===== src/hw/tlb_pkg.sv =====
package tlb_pkg;

    //////////////////////////////////////////////////////////////////////
    // TLB storage and lookup formats.
    //////////////////////////////////////////////////////////////////////

    // C field value that marks a mapped page as uncached.
    localparam logic [2:0] C_UNCACHED = 3'd2;

    // one joint TLB entry holds an even/odd page pair.
    typedef struct packed {
        logic [18:0] vpn2;
        logic [7:0]  asid;
        logic        g;     // global entries ignore the asid.
        logic [19:0] pfn0;
        logic [2:0]  c0;
        logic        d0;
        logic        v0;
        logic [19:0] pfn1;
        logic [2:0]  c1;
        logic        d1;
        logic        v1;
    } tlb_entry_t;

    // Result of one associative lookup.
    // The index is sized for 32 entries and smaller TLBs use the low bits.
    typedef struct packed {
        logic [31:0] paddr;
        logic        hit;
        logic        valid; // V of the selected page.
        logic        dirty; // D of the selected page.
        logic [2:0]  cattr;
        logic [4:0]  index;
    } tlb_hit_t;

endpackage


===== src/hw/mips_cp0_pkg.sv =====
package mips_cp0_pkg;

    //////////////////////////////////////////////////////////////////////
    // Segment map of the 32-bit virtual address space.
    //////////////////////////////////////////////////////////////////////

    localparam logic [31:0] KSEG0_BASE = 32'h8000_0000; // cached, unmapped.
    localparam logic [31:0] KSEG1_BASE = 32'ha000_0000; // uncached, unmapped.
    localparam logic [31:0] PHYS_MASK  = 32'h1fff_ffff; // both segments see the low 512 MB.

    //////////////////////////////////////////////////////////////////////
    // CP0 register formats used by TLBWI, TLBR and TLBP.
    //////////////////////////////////////////////////////////////////////

    typedef struct packed {
        logic [18:0] vpn2;  // virtual page pair number.
        logic [4:0]  zero;
        logic [7:0]  asid;
    } cp0_entryhi_t;

    typedef struct packed {
        logic [5:0]  fill;
        logic [19:0] pfn;
        logic [2:0]  c;     // cache attribute.
        logic        d;     // writes allowed.
        logic        v;
        logic        g;
    } cp0_entrylo_t;

    // index is sized for the largest legal TLB of 32 entries.
    typedef struct packed {
        logic        p;     // set when the probe found no match.
        logic [25:0] zero;
        logic [4:0]  index;
    } cp0_index_t;

    typedef struct packed {
        logic [18:0] vpn2;
        logic        odd;   // selects the odd page of the pair.
        logic [11:0] offset;
    } cp0_vaddr_t;

    // TLBP presents EntryHi to a lookup as if it were an address.
    typedef union packed {
        cp0_vaddr_t   va;
        cp0_entryhi_t entryhi;
    } va_word_u;

endpackage

===== src/hw/translation_unit.sv =====
module translation_unit #(
    parameter int n_entries = 16
) (
    input  logic        clk,
    input  logic        resetn,
    input  logic        i_k0_uncached,

    input  logic [31:0] i_inst_vaddr,
    input  logic [31:0] i_data_vaddr,
    input  logic        i_data_store,

    input  logic        i_tlbwi,
    input  logic [31:0] i_index,
    input  logic [31:0] i_entryhi,
    input  logic [31:0] i_entrylo0,
    input  logic [31:0] i_entrylo1,

    output logic [31:0] o_inst_paddr,
    output logic        o_inst_uncached,
    output logic [31:0] o_data_paddr,
    output logic        o_data_uncached,

    output logic        o_inst_refill,
    output logic        o_inst_invalid,
    output logic        o_data_refill,
    output logic        o_data_invalid,
    output logic        o_data_modified,

    output logic [31:0] o_entryhi,
    output logic [31:0] o_entrylo0,
    output logic [31:0] o_entrylo1,
    output logic [31:0] o_index
);

    localparam int idx_w = $clog2(n_entries);

    mips_cp0_pkg::va_word_u     probe_word;
    mips_cp0_pkg::cp0_index_t   index_w;
    mips_cp0_pkg::cp0_entrylo_t lo0_w;
    mips_cp0_pkg::cp0_entrylo_t lo1_w;
    mips_cp0_pkg::cp0_entryhi_t hi_r;
    mips_cp0_pkg::cp0_entrylo_t lo0_r;
    mips_cp0_pkg::cp0_entrylo_t lo1_r;
    mips_cp0_pkg::cp0_index_t   index_r;
    tlb_pkg::tlb_entry_t        wentry;
    tlb_pkg::tlb_entry_t        rentry;
    tlb_pkg::tlb_hit_t          inst_hit;
    tlb_pkg::tlb_hit_t          data_hit;
    tlb_pkg::tlb_hit_t          probe_hit;

    logic        inst_mapped;
    logic        data_mapped;
    logic [31:0] inst_direct_paddr;
    logic [31:0] data_direct_paddr;
    logic        inst_direct_uncached;
    logic        data_direct_uncached;

    //////////////////////////////////////////////////////////////////////
    // CP0 word packing for TLBWI and unpacking for TLBR and TLBP.
    //////////////////////////////////////////////////////////////////////

    assign probe_word = i_entryhi; // read as EntryHi here, as an address by the probe.
    assign index_w    = i_index;
    assign lo0_w      = i_entrylo0;
    assign lo1_w      = i_entrylo1;

    always_comb begin
        wentry.vpn2 = probe_word.entryhi.vpn2;
        wentry.asid = probe_word.entryhi.asid;
        wentry.g    = lo0_w.g & lo1_w.g; // an entry is global only if both halves say so.
        wentry.pfn0 = lo0_w.pfn;
        wentry.c0   = lo0_w.c;
        wentry.d0   = lo0_w.d;
        wentry.v0   = lo0_w.v;
        wentry.pfn1 = lo1_w.pfn;
        wentry.c1   = lo1_w.c;
        wentry.d1   = lo1_w.d;
        wentry.v1   = lo1_w.v;
    end

    assign hi_r    = '{vpn2: rentry.vpn2, zero: '0, asid: rentry.asid};
    assign lo0_r   = '{fill: '0, pfn: rentry.pfn0, c: rentry.c0, d: rentry.d0,
                       v: rentry.v0, g: rentry.g};
    assign lo1_r   = '{fill: '0, pfn: rentry.pfn1, c: rentry.c1, d: rentry.d1,
                       v: rentry.v1, g: rentry.g};
    assign index_r = '{p: ~probe_hit.hit, zero: '0, index: probe_hit.index};

    assign o_entryhi  = hi_r;
    assign o_entrylo0 = lo0_r;
    assign o_entrylo1 = lo1_r;
    assign o_index    = index_r;

    //////////////////////////////////////////////////////////////////////
    // Direct and TLB translation.
    //////////////////////////////////////////////////////////////////////

    direct_map_xlate inst_direct (
        .i_vaddr      (i_inst_vaddr),
        .i_k0_uncached(i_k0_uncached),
        .o_mapped     (inst_mapped),
        .o_paddr      (inst_direct_paddr),
        .o_uncached   (inst_direct_uncached)
    );

    direct_map_xlate data_direct (
        .i_vaddr      (i_data_vaddr),
        .i_k0_uncached(i_k0_uncached),
        .o_mapped     (data_mapped),
        .o_paddr      (data_direct_paddr),
        .o_uncached   (data_direct_uncached)
    );

    tlb_array #(
        .n_entries(n_entries)
    ) tlb (
        .clk         (clk),
        .resetn      (resetn),
        .i_we        (i_tlbwi),
        .i_waddr     (index_w.index[idx_w-1:0]),
        .i_wentry    (wentry),
        .i_raddr     (index_w.index[idx_w-1:0]),
        .o_rentry    (rentry),
        .i_inst_vaddr(i_inst_vaddr),
        .i_data_vaddr(i_data_vaddr),
        .i_probe     (probe_word),
        .i_asid      (probe_word.entryhi.asid),
        .o_inst_hit  (inst_hit),
        .o_data_hit  (data_hit),
        .o_probe_hit (probe_hit)
    );

    assign o_inst_paddr    = inst_mapped ? inst_hit.paddr : inst_direct_paddr;
    assign o_data_paddr    = data_mapped ? data_hit.paddr : data_direct_paddr;
    assign o_inst_uncached = inst_mapped ? (inst_hit.cattr == tlb_pkg::C_UNCACHED)
                                         : inst_direct_uncached;
    assign o_data_uncached = data_mapped ? (data_hit.cattr == tlb_pkg::C_UNCACHED)
                                         : data_direct_uncached;

    // Exceptions only arise on mapped addresses.
    assign o_inst_refill   = inst_mapped & ~inst_hit.hit;
    assign o_inst_invalid  = inst_mapped & inst_hit.hit & ~inst_hit.valid;
    assign o_data_refill   = data_mapped & ~data_hit.hit;
    assign o_data_invalid  = data_mapped & data_hit.hit & ~data_hit.valid;
    assign o_data_modified = data_mapped & data_hit.hit & data_hit.valid &
                             ~data_hit.dirty & i_data_store; // loads never fault on D.

endmodule


===== src/hw/tlb_array.sv =====
module tlb_array #(
    parameter int n_entries = 16
) (
    input  logic                          clk,
    input  logic                          resetn,

    // TLBWI write port.
    input  logic                          i_we,
    input  logic [$clog2(n_entries)-1:0]  i_waddr,
    input  tlb_pkg::tlb_entry_t           i_wentry,

    // TLBR read port.
    input  logic [$clog2(n_entries)-1:0]  i_raddr,
    output tlb_pkg::tlb_entry_t           o_rentry,

    // lookups.
    input  logic [31:0]                   i_inst_vaddr,
    input  logic [31:0]                   i_data_vaddr,
    input  mips_cp0_pkg::va_word_u        i_probe,
    input  logic [7:0]                    i_asid,
    output tlb_pkg::tlb_hit_t             o_inst_hit,
    output tlb_pkg::tlb_hit_t             o_data_hit,
    output tlb_pkg::tlb_hit_t             o_probe_hit
);

    tlb_pkg::tlb_entry_t [n_entries-1:0] entries;

    //////////////////////////////////////////////////////////////////////
    // Entry storage.
    //////////////////////////////////////////////////////////////////////

    // After reset every entry is zero, so vpn2 0 with asid 0 hits an invalid entry 0.
    always_ff @(posedge clk) begin
        if (!resetn) begin
            entries <= '0;
        end else if (i_we) begin
            entries[i_waddr] <= i_wentry; // visible to all lookups next cycle.
        end
    end

    assign o_rentry = entries[i_raddr];

    //////////////////////////////////////////////////////////////////////
    // One table, three independent lookups.
    //////////////////////////////////////////////////////////////////////

    tlb_lookup #(
        .n_entries(n_entries)
    ) inst_lookup (
        .i_entries(entries),
        .i_vaddr  (i_inst_vaddr),
        .i_asid   (i_asid),
        .o_hit    (o_inst_hit)
    );

    tlb_lookup #(
        .n_entries(n_entries)
    ) data_lookup (
        .i_entries(entries),
        .i_vaddr  (i_data_vaddr),
        .i_asid   (i_asid),
        .o_hit    (o_data_hit)
    );

    // the probe uses only hit and index of the result.
    tlb_lookup #(
        .n_entries(n_entries)
    ) probe_lookup (
        .i_entries(entries),
        .i_vaddr  (i_probe),
        .i_asid   (i_asid),
        .o_hit    (o_probe_hit)
    );

endmodule


===== src/hw/tlb_lookup.sv =====
module tlb_lookup #(
    parameter int n_entries = 16
) (
    input  tlb_pkg::tlb_entry_t [n_entries-1:0] i_entries,
    input  mips_cp0_pkg::va_word_u              i_vaddr,
    input  logic [7:0]                          i_asid,
    output tlb_pkg::tlb_hit_t                   o_hit
);

    localparam int idx_w = $clog2(n_entries);

    logic [n_entries-1:0] match;
    logic [idx_w-1:0]     hit_idx;
    tlb_pkg::tlb_entry_t  sel;

    //////////////////////////////////////////////////////////////////////
    // Associative compare against every entry.
    //////////////////////////////////////////////////////////////////////

    for (genvar i = 0; i < n_entries; i++) begin : g_match
        assign match[i] = (i_entries[i].vpn2 == i_vaddr.va.vpn2) &&
                          ((i_entries[i].asid == i_asid) || i_entries[i].g);
    end

    // scan from the top so that the lowest matching index is left in hit_idx.
    always_comb begin
        hit_idx = '0;
        for (int i = n_entries - 1; i >= 0; i--) begin
            if (match[i]) begin
                hit_idx = idx_w'(i);
            end
        end
    end

    assign sel = i_entries[hit_idx];

    //////////////////////////////////////////////////////////////////////
    // Even/odd page selection.
    //////////////////////////////////////////////////////////////////////

    always_comb begin
        o_hit = '0;
        o_hit.hit = |match;
        o_hit.index[idx_w-1:0] = hit_idx; // upper index bits stay zero.
        if (i_vaddr.va.odd) begin
            o_hit.paddr = {sel.pfn1, i_vaddr.va.offset};
            o_hit.valid = sel.v1;
            o_hit.dirty = sel.d1;
            o_hit.cattr = sel.c1;
        end else begin
            o_hit.paddr = {sel.pfn0, i_vaddr.va.offset};
            o_hit.valid = sel.v0;
            o_hit.dirty = sel.d0;
            o_hit.cattr = sel.c0;
        end
    end

endmodule


===== src/hw/direct_map_xlate.sv =====
module direct_map_xlate (
    input  logic [31:0] i_vaddr,
    input  logic        i_k0_uncached,
    output logic        o_mapped,
    output logic [31:0] o_paddr,
    output logic        o_uncached
);

    logic is_kseg0;
    logic is_kseg1;

    // kseg0 and kseg1 share the top two bits 10 and bypass the TLB.
    assign o_mapped = (i_vaddr[31:30] != mips_cp0_pkg::KSEG0_BASE[31:30]);

    assign is_kseg0 = (i_vaddr[31:29] == mips_cp0_pkg::KSEG0_BASE[31:29]);
    assign is_kseg1 = (i_vaddr[31:29] == mips_cp0_pkg::KSEG1_BASE[31:29]);

    // Both unmapped segments alias the same physical window.
    assign o_paddr = i_vaddr & mips_cp0_pkg::PHYS_MASK;

    assign o_uncached = is_kseg1 | (is_kseg0 & i_k0_uncached); // K0 follows Config.

endmodule


===== config.mk =====
export PLATFORM = sky130hd
export DESIGN_NAME = translation_unit
export DESIGN_NICKNAME = d
export VERILOG_FILES = /design/src/hw/tlb_pkg.sv /design/src/hw/mips_cp0_pkg.sv /design/src/hw/translation_unit.sv /design/src/hw/tlb_array.sv /design/src/hw/tlb_lookup.sv /design/src/hw/direct_map_xlate.sv
export SDC_FILE = /design/constraint.sdc
export NUM_CORES = 2
export LEC_CHECK = 0
export BUFFER_PORTS_ARGS = -buffer_cell sky130_fd_sc_hd__buf_2
export CAP_MARGIN = 20
export CORE_MARGIN = 3
export CORE_UTILIZATION = 23
export CTS_CLUSTER_DIAMETER = 80
export DETAILED_ROUTE_END_ITERATION = 10
export PLACE_DENSITY = 0.47
export SYNTH_ARGS = -nofsm -noshare
export SYNTH_HDL_FRONTEND = slang
export SYNTH_SLANG_ARGS = --single-unit

===== constraint.sdc =====
create_clock -name clk -period 4 [get_ports clk]
set_clock_uncertainty 0.15 [all_clocks]
set_input_delay 0.4 -clock clk [delete_from_list [all_inputs] [get_ports clk]]
set_output_delay 0.4 -clock clk [all_outputs]
set_load 0.02 [all_outputs]

== After elaboration in Yosys (flattened, before gate mapping) ==
Index checks and enable logic that the tools add are counted.

* Register bits after elaboration: 1,248
* Bits in latches: 0
* Bits in writable memories: 0
* Bits in read-only memories: 0
* Input bits: 197
* Memories kept: 0

* $add $sub $neg: 0
* Multiply operators: 0
* Divide/modulo/power cells: 0
* Magnitude comparators: 4
* Equal/unequal tests: 72
* Shift operators: 0
* Multiplexer cells: 65
* Bitwise gates (word level): 20
* Reduce and logical (&&, ||, !) cells: 68

{| class="wikitable"
|+ Operators with widths
! kind !! number
|-
| $bwmux 1248 || 1
|-
| $bmux 78 s4 || 3
|-
| $eq 19x19->1 || 48
|-
| $demux 78 s4 || 1
|-
| $mux 4 || 48
|-
| $mux 78 || 2
|-
| $eq 8x8->1 || 16
|-
| $mux 32 || 4
|-
| $mux 50 || 2
|-
| $logic_and 1x1->1 || 49
|-
| $reduce_or 16->1 || 3
|-
| $logic_or 1x1->1 || 16
|-
| $lt 4x5->1 const B || 3
|-
| $and 1x1->1 || 12
|-
| $eq 3x3->1 const B || 4
|-
| $mux 5 || 2
|-
| $eq 3x2->1 const B || 2
|-
| $not 1->1 || 6
|-
| $ge 4x1->1 const B || 1
|-
| $ne 2x2->1 const B || 2
|-
| $mux 1 || 2
|-
| $or 1x1->1 || 2
|}

== Depth between registers and ports, before layout ==
* Depth in word-level cells: 25
* Depth in mapped cells: 19

== Cells and area by module ==
A second synthesis with hierarchy kept.

* Cell total of the unflattened synthesis: 11,396
* Area total of the unflattened synthesis: 99,226.4 um2

{| class="wikitable"
|+ Modules (own cells, without submodules)
! module !! instances !! cells an instance !! area each (um2) !! sequential area each (um2)
|-
| tlb_array || 1 || 6,520 || 59,613.4 || 24,984.0
|-
| tlb_lookup || 3 || 1,557 || 12,527.0 || 0.0
|-
| translation_unit || 1 || 133 || 1,496.4 || 0.0
|-
| direct_map_xlate || 2 || 36 || 267.8 || 0.0
|}

== Worst setup path before layout ==
OpenSTA, ideal clock, no wires.

* Kind: in2out
* Start: input i_entryhi[0]
* End: output o_inst_paddr[31]
* Data arrival time: 4.128 ns
* Slack: -0.678 ns
* Stages on the path: 17
* Cells stage by stage: buf_6 -> buf_6 -> xor2_1 -> nor4_1 -> a21oi_1 -> or4_4 -> o211ai_1 -> a31oi_1 -> o21ai_1 -> buf_4 -> buf_6 -> buf_6 -> mux2i_1 -> mux2i_1 -> nand3_1 -> o21ai_0 -> a2111oi_0

* Cells in the longest elaborated chain, start to end: 23

{| class="wikitable"
|+ Ends and longest elaborated chain
! item !! RTL line !! text
|-
| start: declaration || translation_unit.sv:14 || <nowiki>input logic [31:0] i_entryhi,</nowiki>
|-
| $eq 8x8->1 || tlb_lookup.sv:22 || <nowiki>((i_entries[i].asid == i_asid) || i_entries[i].g);</nowiki>
|-
| $logic_or 1x1->1 || tlb_lookup.sv:22 ||
|-
| $logic_and 1x1->1 || tlb_lookup.sv:21 || <nowiki>assign match[i] = (i_entries[i].vpn2 == i_vaddr.va.vpn2) &&</nowiki>
|-
| $mux 4 (15 in series) || tlb_lookup.sv:29 || <nowiki>if (match[i]) begin</nowiki>
|-
| $mux 4 (*) || tlb_lookup.sv:29 ||
|-
| $bmux 78 s4 (*) || tlb_lookup.sv:35 || <nowiki>assign sel = i_entries[hit_idx];</nowiki>
|-
| $mux 50 (implied by the code) (*) || tlb_lookup.sv:35 ||
|-
| $mux 32 (*) || tlb_lookup.sv:45 || <nowiki>if (i_vaddr.va.odd) begin</nowiki>
|-
| $mux 32 (*) || translation_unit.sv:132 || <nowiki>assign o_inst_paddr = inst_mapped ? inst_hit.paddr : inst_direct_paddr;</nowiki>
|-
| end: declaration || translation_unit.sv:18 || <nowiki>output logic [31:0] o_inst_paddr,</nowiki>
|}

Every way passes the cells marked *; elsewhere a longest branch is shown, timed or not. The select of a mux whose other input is x is not followed.

== Final worst setup path ==
* Start: register tlb.entries[1242] in the netlist's numbering
* End: output o_inst_paddr[28]

* Cells in the longest elaborated chain, start to end: 22

{| class="wikitable"
|+ Ends and longest elaborated chain
! item !! RTL line !! text
|-
| start: declaration || tlb_array.sv:26 || <nowiki>tlb_pkg::tlb_entry_t [n_entries-1:0] entries;</nowiki>
|-
| start signal: indexed assignment || tlb_array.sv:37 || <nowiki>entries[i_waddr] <= i_wentry;</nowiki>
|-
| $eq 19x19->1 || tlb_lookup.sv:21 ||
|-
| $logic_and 1x1->1 || tlb_lookup.sv:21 ||
|-
| $mux 4 (16 in series) || tlb_lookup.sv:29 ||
|-
| $bmux 78 s4 || tlb_lookup.sv:35 ||
|-
| $mux 50 (implied by the code) || tlb_lookup.sv:35 ||
|-
| $mux 32 || tlb_lookup.sv:45 ||
|-
| $mux 32 || translation_unit.sv:132 ||
|}

No other way between the ends. The select of a mux whose other input is x is not followed.

==> impl_metrics.env <==
export IMPL_outcome="finished, violations left"
export IMPL_place_gp_congestion=0.999
export IMPL_clk_pin_slew_ps=60
export IMPL_critPathLaunchType="register"
export IMPL_hold_path_class="primary input to register"
export IMPL_largest_register_ffs=1248
export IMPL_drt_pass1_iterations=7
export IMPL_seq_area_sq_um=25100
export IMPL_yosysTopAreaCellShare=0.305
export IMPL_grt_util_all_layers=0.245
export IMPL_grt_start_max_net_pins=143
export IMPL_drive_gt1_frac=0.285
export IMPL_crit_arrival_ps=5120
export IMPL_synth_seq_cells=1248
export IMPL_tns_ps=-68980
export IMPL_power_w=0.0330
export IMPL_ys_warn_count=0
export IMPL_preCtsSetupSlack_ps=-1940
export IMPL_clock_insertion_delay_worst_skew_ps=830
export IMPL_cts_root_buffer="clkbuf_16"
export IMPL_grt_pass1_vias=78100
export IMPL_top_regs="tlb.entries x1248"
export IMPL_yosysTopAreaCell="dfxtp_1"
export IMPL_clkSinkCount=1248
export IMPL_period_share=1.42
export IMPL_violations="negative setup slack"
export IMPL_synth_common_cells="2640 x nand2_1, 1250 x a21boi_0, 1248 x dfxtp_1, 672 x clkbuf_1, 649 x mux2i_1"
export IMPL_cp_required_ps=3450
export IMPL_max_slew_worst_pin_slew_ps=1010
export IMPL_clock_fmax_ghz=0.176
export IMPL_grt_pass1_wl_um=637000
export IMPL_port_buffers=258
export IMPL_finalSetupViolCount=49
export IMPL_drv_cap=0
export IMPL_detailed_place_hpwl_um=327000
export IMPL_multi_input_area_sq_um=55000
export IMPL_fin_cells=15500
export IMPL_cts_buffers=166
export IMPL_dieWidth_um=603
export IMPL_synthArstFlopShare=0
export IMPL_seq_area_frac_synth=0.305
export IMPL_cts_max_path_buffers=4
export IMPL_rows=218
export IMPL_ant_nets=0
export IMPL_routed_wl_um=467000
export IMPL_critPathMaxFanout=14
export IMPL_die_area_sq_um=363000
export IMPL_nets=10900
export IMPL_syn_to_final_growth_pct=35.4
export IMPL_path_class="register to output port"
export IMPL_syn_avg_cell_area_sq_um=8.68
export IMPL_synth_most_common_cell="nand2_1"
export IMPL_ir_worst_vdd_mv=0.283
export IMPL_leakagePower_nw=39.7
export IMPL_synth_area_sq_um=81900
export IMPL_cp_end_kind="output port"
export IMPL_antenna_found_initial=62
export IMPL_ys_dominant_reg_cell="dfxtp_1"
export IMPL_cts_tree="done"
export IMPL_grt_remaining_overflow=0
export IMPL_routedWlPerCell_um=30.0
export IMPL_vias_per_cell=5.22
export IMPL_synth_edf_count=0
export IMPL_drc_errors=0
export IMPL_top_register="tlb.entries"
export IMPL_start_util=0.232
export IMPL_synth_cells=9435
export IMPL_hold_viol=0
export IMPL_final_util=0.314
export IMPL_rsz0062_at_grt="true"
export IMPL_pin_count=396
export IMPL_relSlewSlack=0.322
export IMPL_vias=81100
export IMPL_fillers=37300
export IMPL_die_h_um=603
export IMPL_min_period_ps=5670
export IMPL_htree_levels=4
export IMPL_synthDistinctLibCells=83
export IMPL_yosys_top_cells_area="dfxtp_1 30%, nand2_1 12%, mux4_2 12%, a21boi_0 11%, mux2i_1 7.9%"
export IMPL_power_density_nw_per_um2=298
export IMPL_coreArea_sq_um=353000
export IMPL_dp_cells=15000
export IMPL_first_iter_violations=9072
export IMPL_worst_slack_ps=-1670
export IMPL_slew_violations=0
timing repair:
item	in CTS	in global routing
pin swaps	35	150
resized for setup	215	427
hold buffers	116	0
endpoints found under the hold margin	982	0
cloned	4	14
buffers inserted	16	95
endpoints found under the setup margin	52	52
cells in the final DEF (no fill, tap or decap), types with 184 or more instances in the layout:
cell type / instances
nand2_1: 2621
xor2_1: 586
dfxtp_1: 1204
clkbuf_16: 184
mux2i_1: 634
xnor2_1: 426
buf_2: 209
a21boi_0: 1248
mux4_2: 426
buf_12: 251
buf_4: 1299
power by group:
part | internal [W] | total (W) | switching (W) | leakage, nW
Sequential | 0.0126 | 0.0128 | 0.000179 | 10.1
Clock | 0.00922 | 0.0158 | 0.00656 | 2.72
Combinational | 0.00175 | 0.00448 | 0.00273 | 26.8
cells by family after synthesis:
family / after synthesis / synth area share
other cells: 1 / 0.0000458
xor+xnor: 1040 / 0.111
buf+inv: 1036 / 0.0593
flops: 1248 / 0.305
simple gates: 3289 / 0.167
mux: 1103 / 0.200
compound gates: 1718 / 0.157
per-stage QoR:
stage	hold WS, ps	cell area (sq um)
global route	24.9	111000
detailed placement	322	99800
floorplan	299	82700
CTS	0.0469	108000
global placement	314	99800
finish	46.2	111000
layout make-up:
cell class                      count  share of cell area
Sequential cell                  1248               0.226
Clock inverter                     51             0.00572
Clock buffer                      249              0.0446
Timing Repair Buffer             2033               0.173
Tap cell                         4730              0.0534
Multi-Input combinational cell   7194               0.496
Inverter                           11            0.000384
Antenna cell                       28            0.000632
final timing paths:
path / startpoint / endpoint / slack (ps) / depth (start not counted)
setup reg to reg: tlb.entries[1242]$_SDFFE_PN0P_ / tlb.entries[1242]$_SDFFE_PN0P_ / 2830 / 3
setup / recovery: tlb.entries[1242]$_SDFFE_PN0P_ / o_inst_paddr[28] / -1670 / 14
hold / removal: i_entryhi[15] / tlb.entries[1075]$_SDFFE_PN0P_ / 50 / 5
hold reg to reg: tlb.entries[107]$_SDFFE_PN0P_ / tlb.entries[107]$_SDFFE_PN0P_ / 330 / 2
routing by layer:
metal	share of wire	GRT usage
met2	0.45	0.389
met1	0.40	0.313
met3	0.086	0.0496
met4	0.063	0.124
met5	0.00044	0
critical path, cell delays in order (launching register included):
cell and delay, ps:
dfxtp_1 480, xor2_1 120, nor4_1 380, nand4_1 180, or3_4 420, o211ai_1 210
a31oi_1 150, o21ai_4 230, buf_12 230, buf_8 220, mux4_2 590, a22o_1 270
nor3_2 210, a31oi_4 240, buf_4 230
Note: power is estimated with default switching activity, not from simulation.
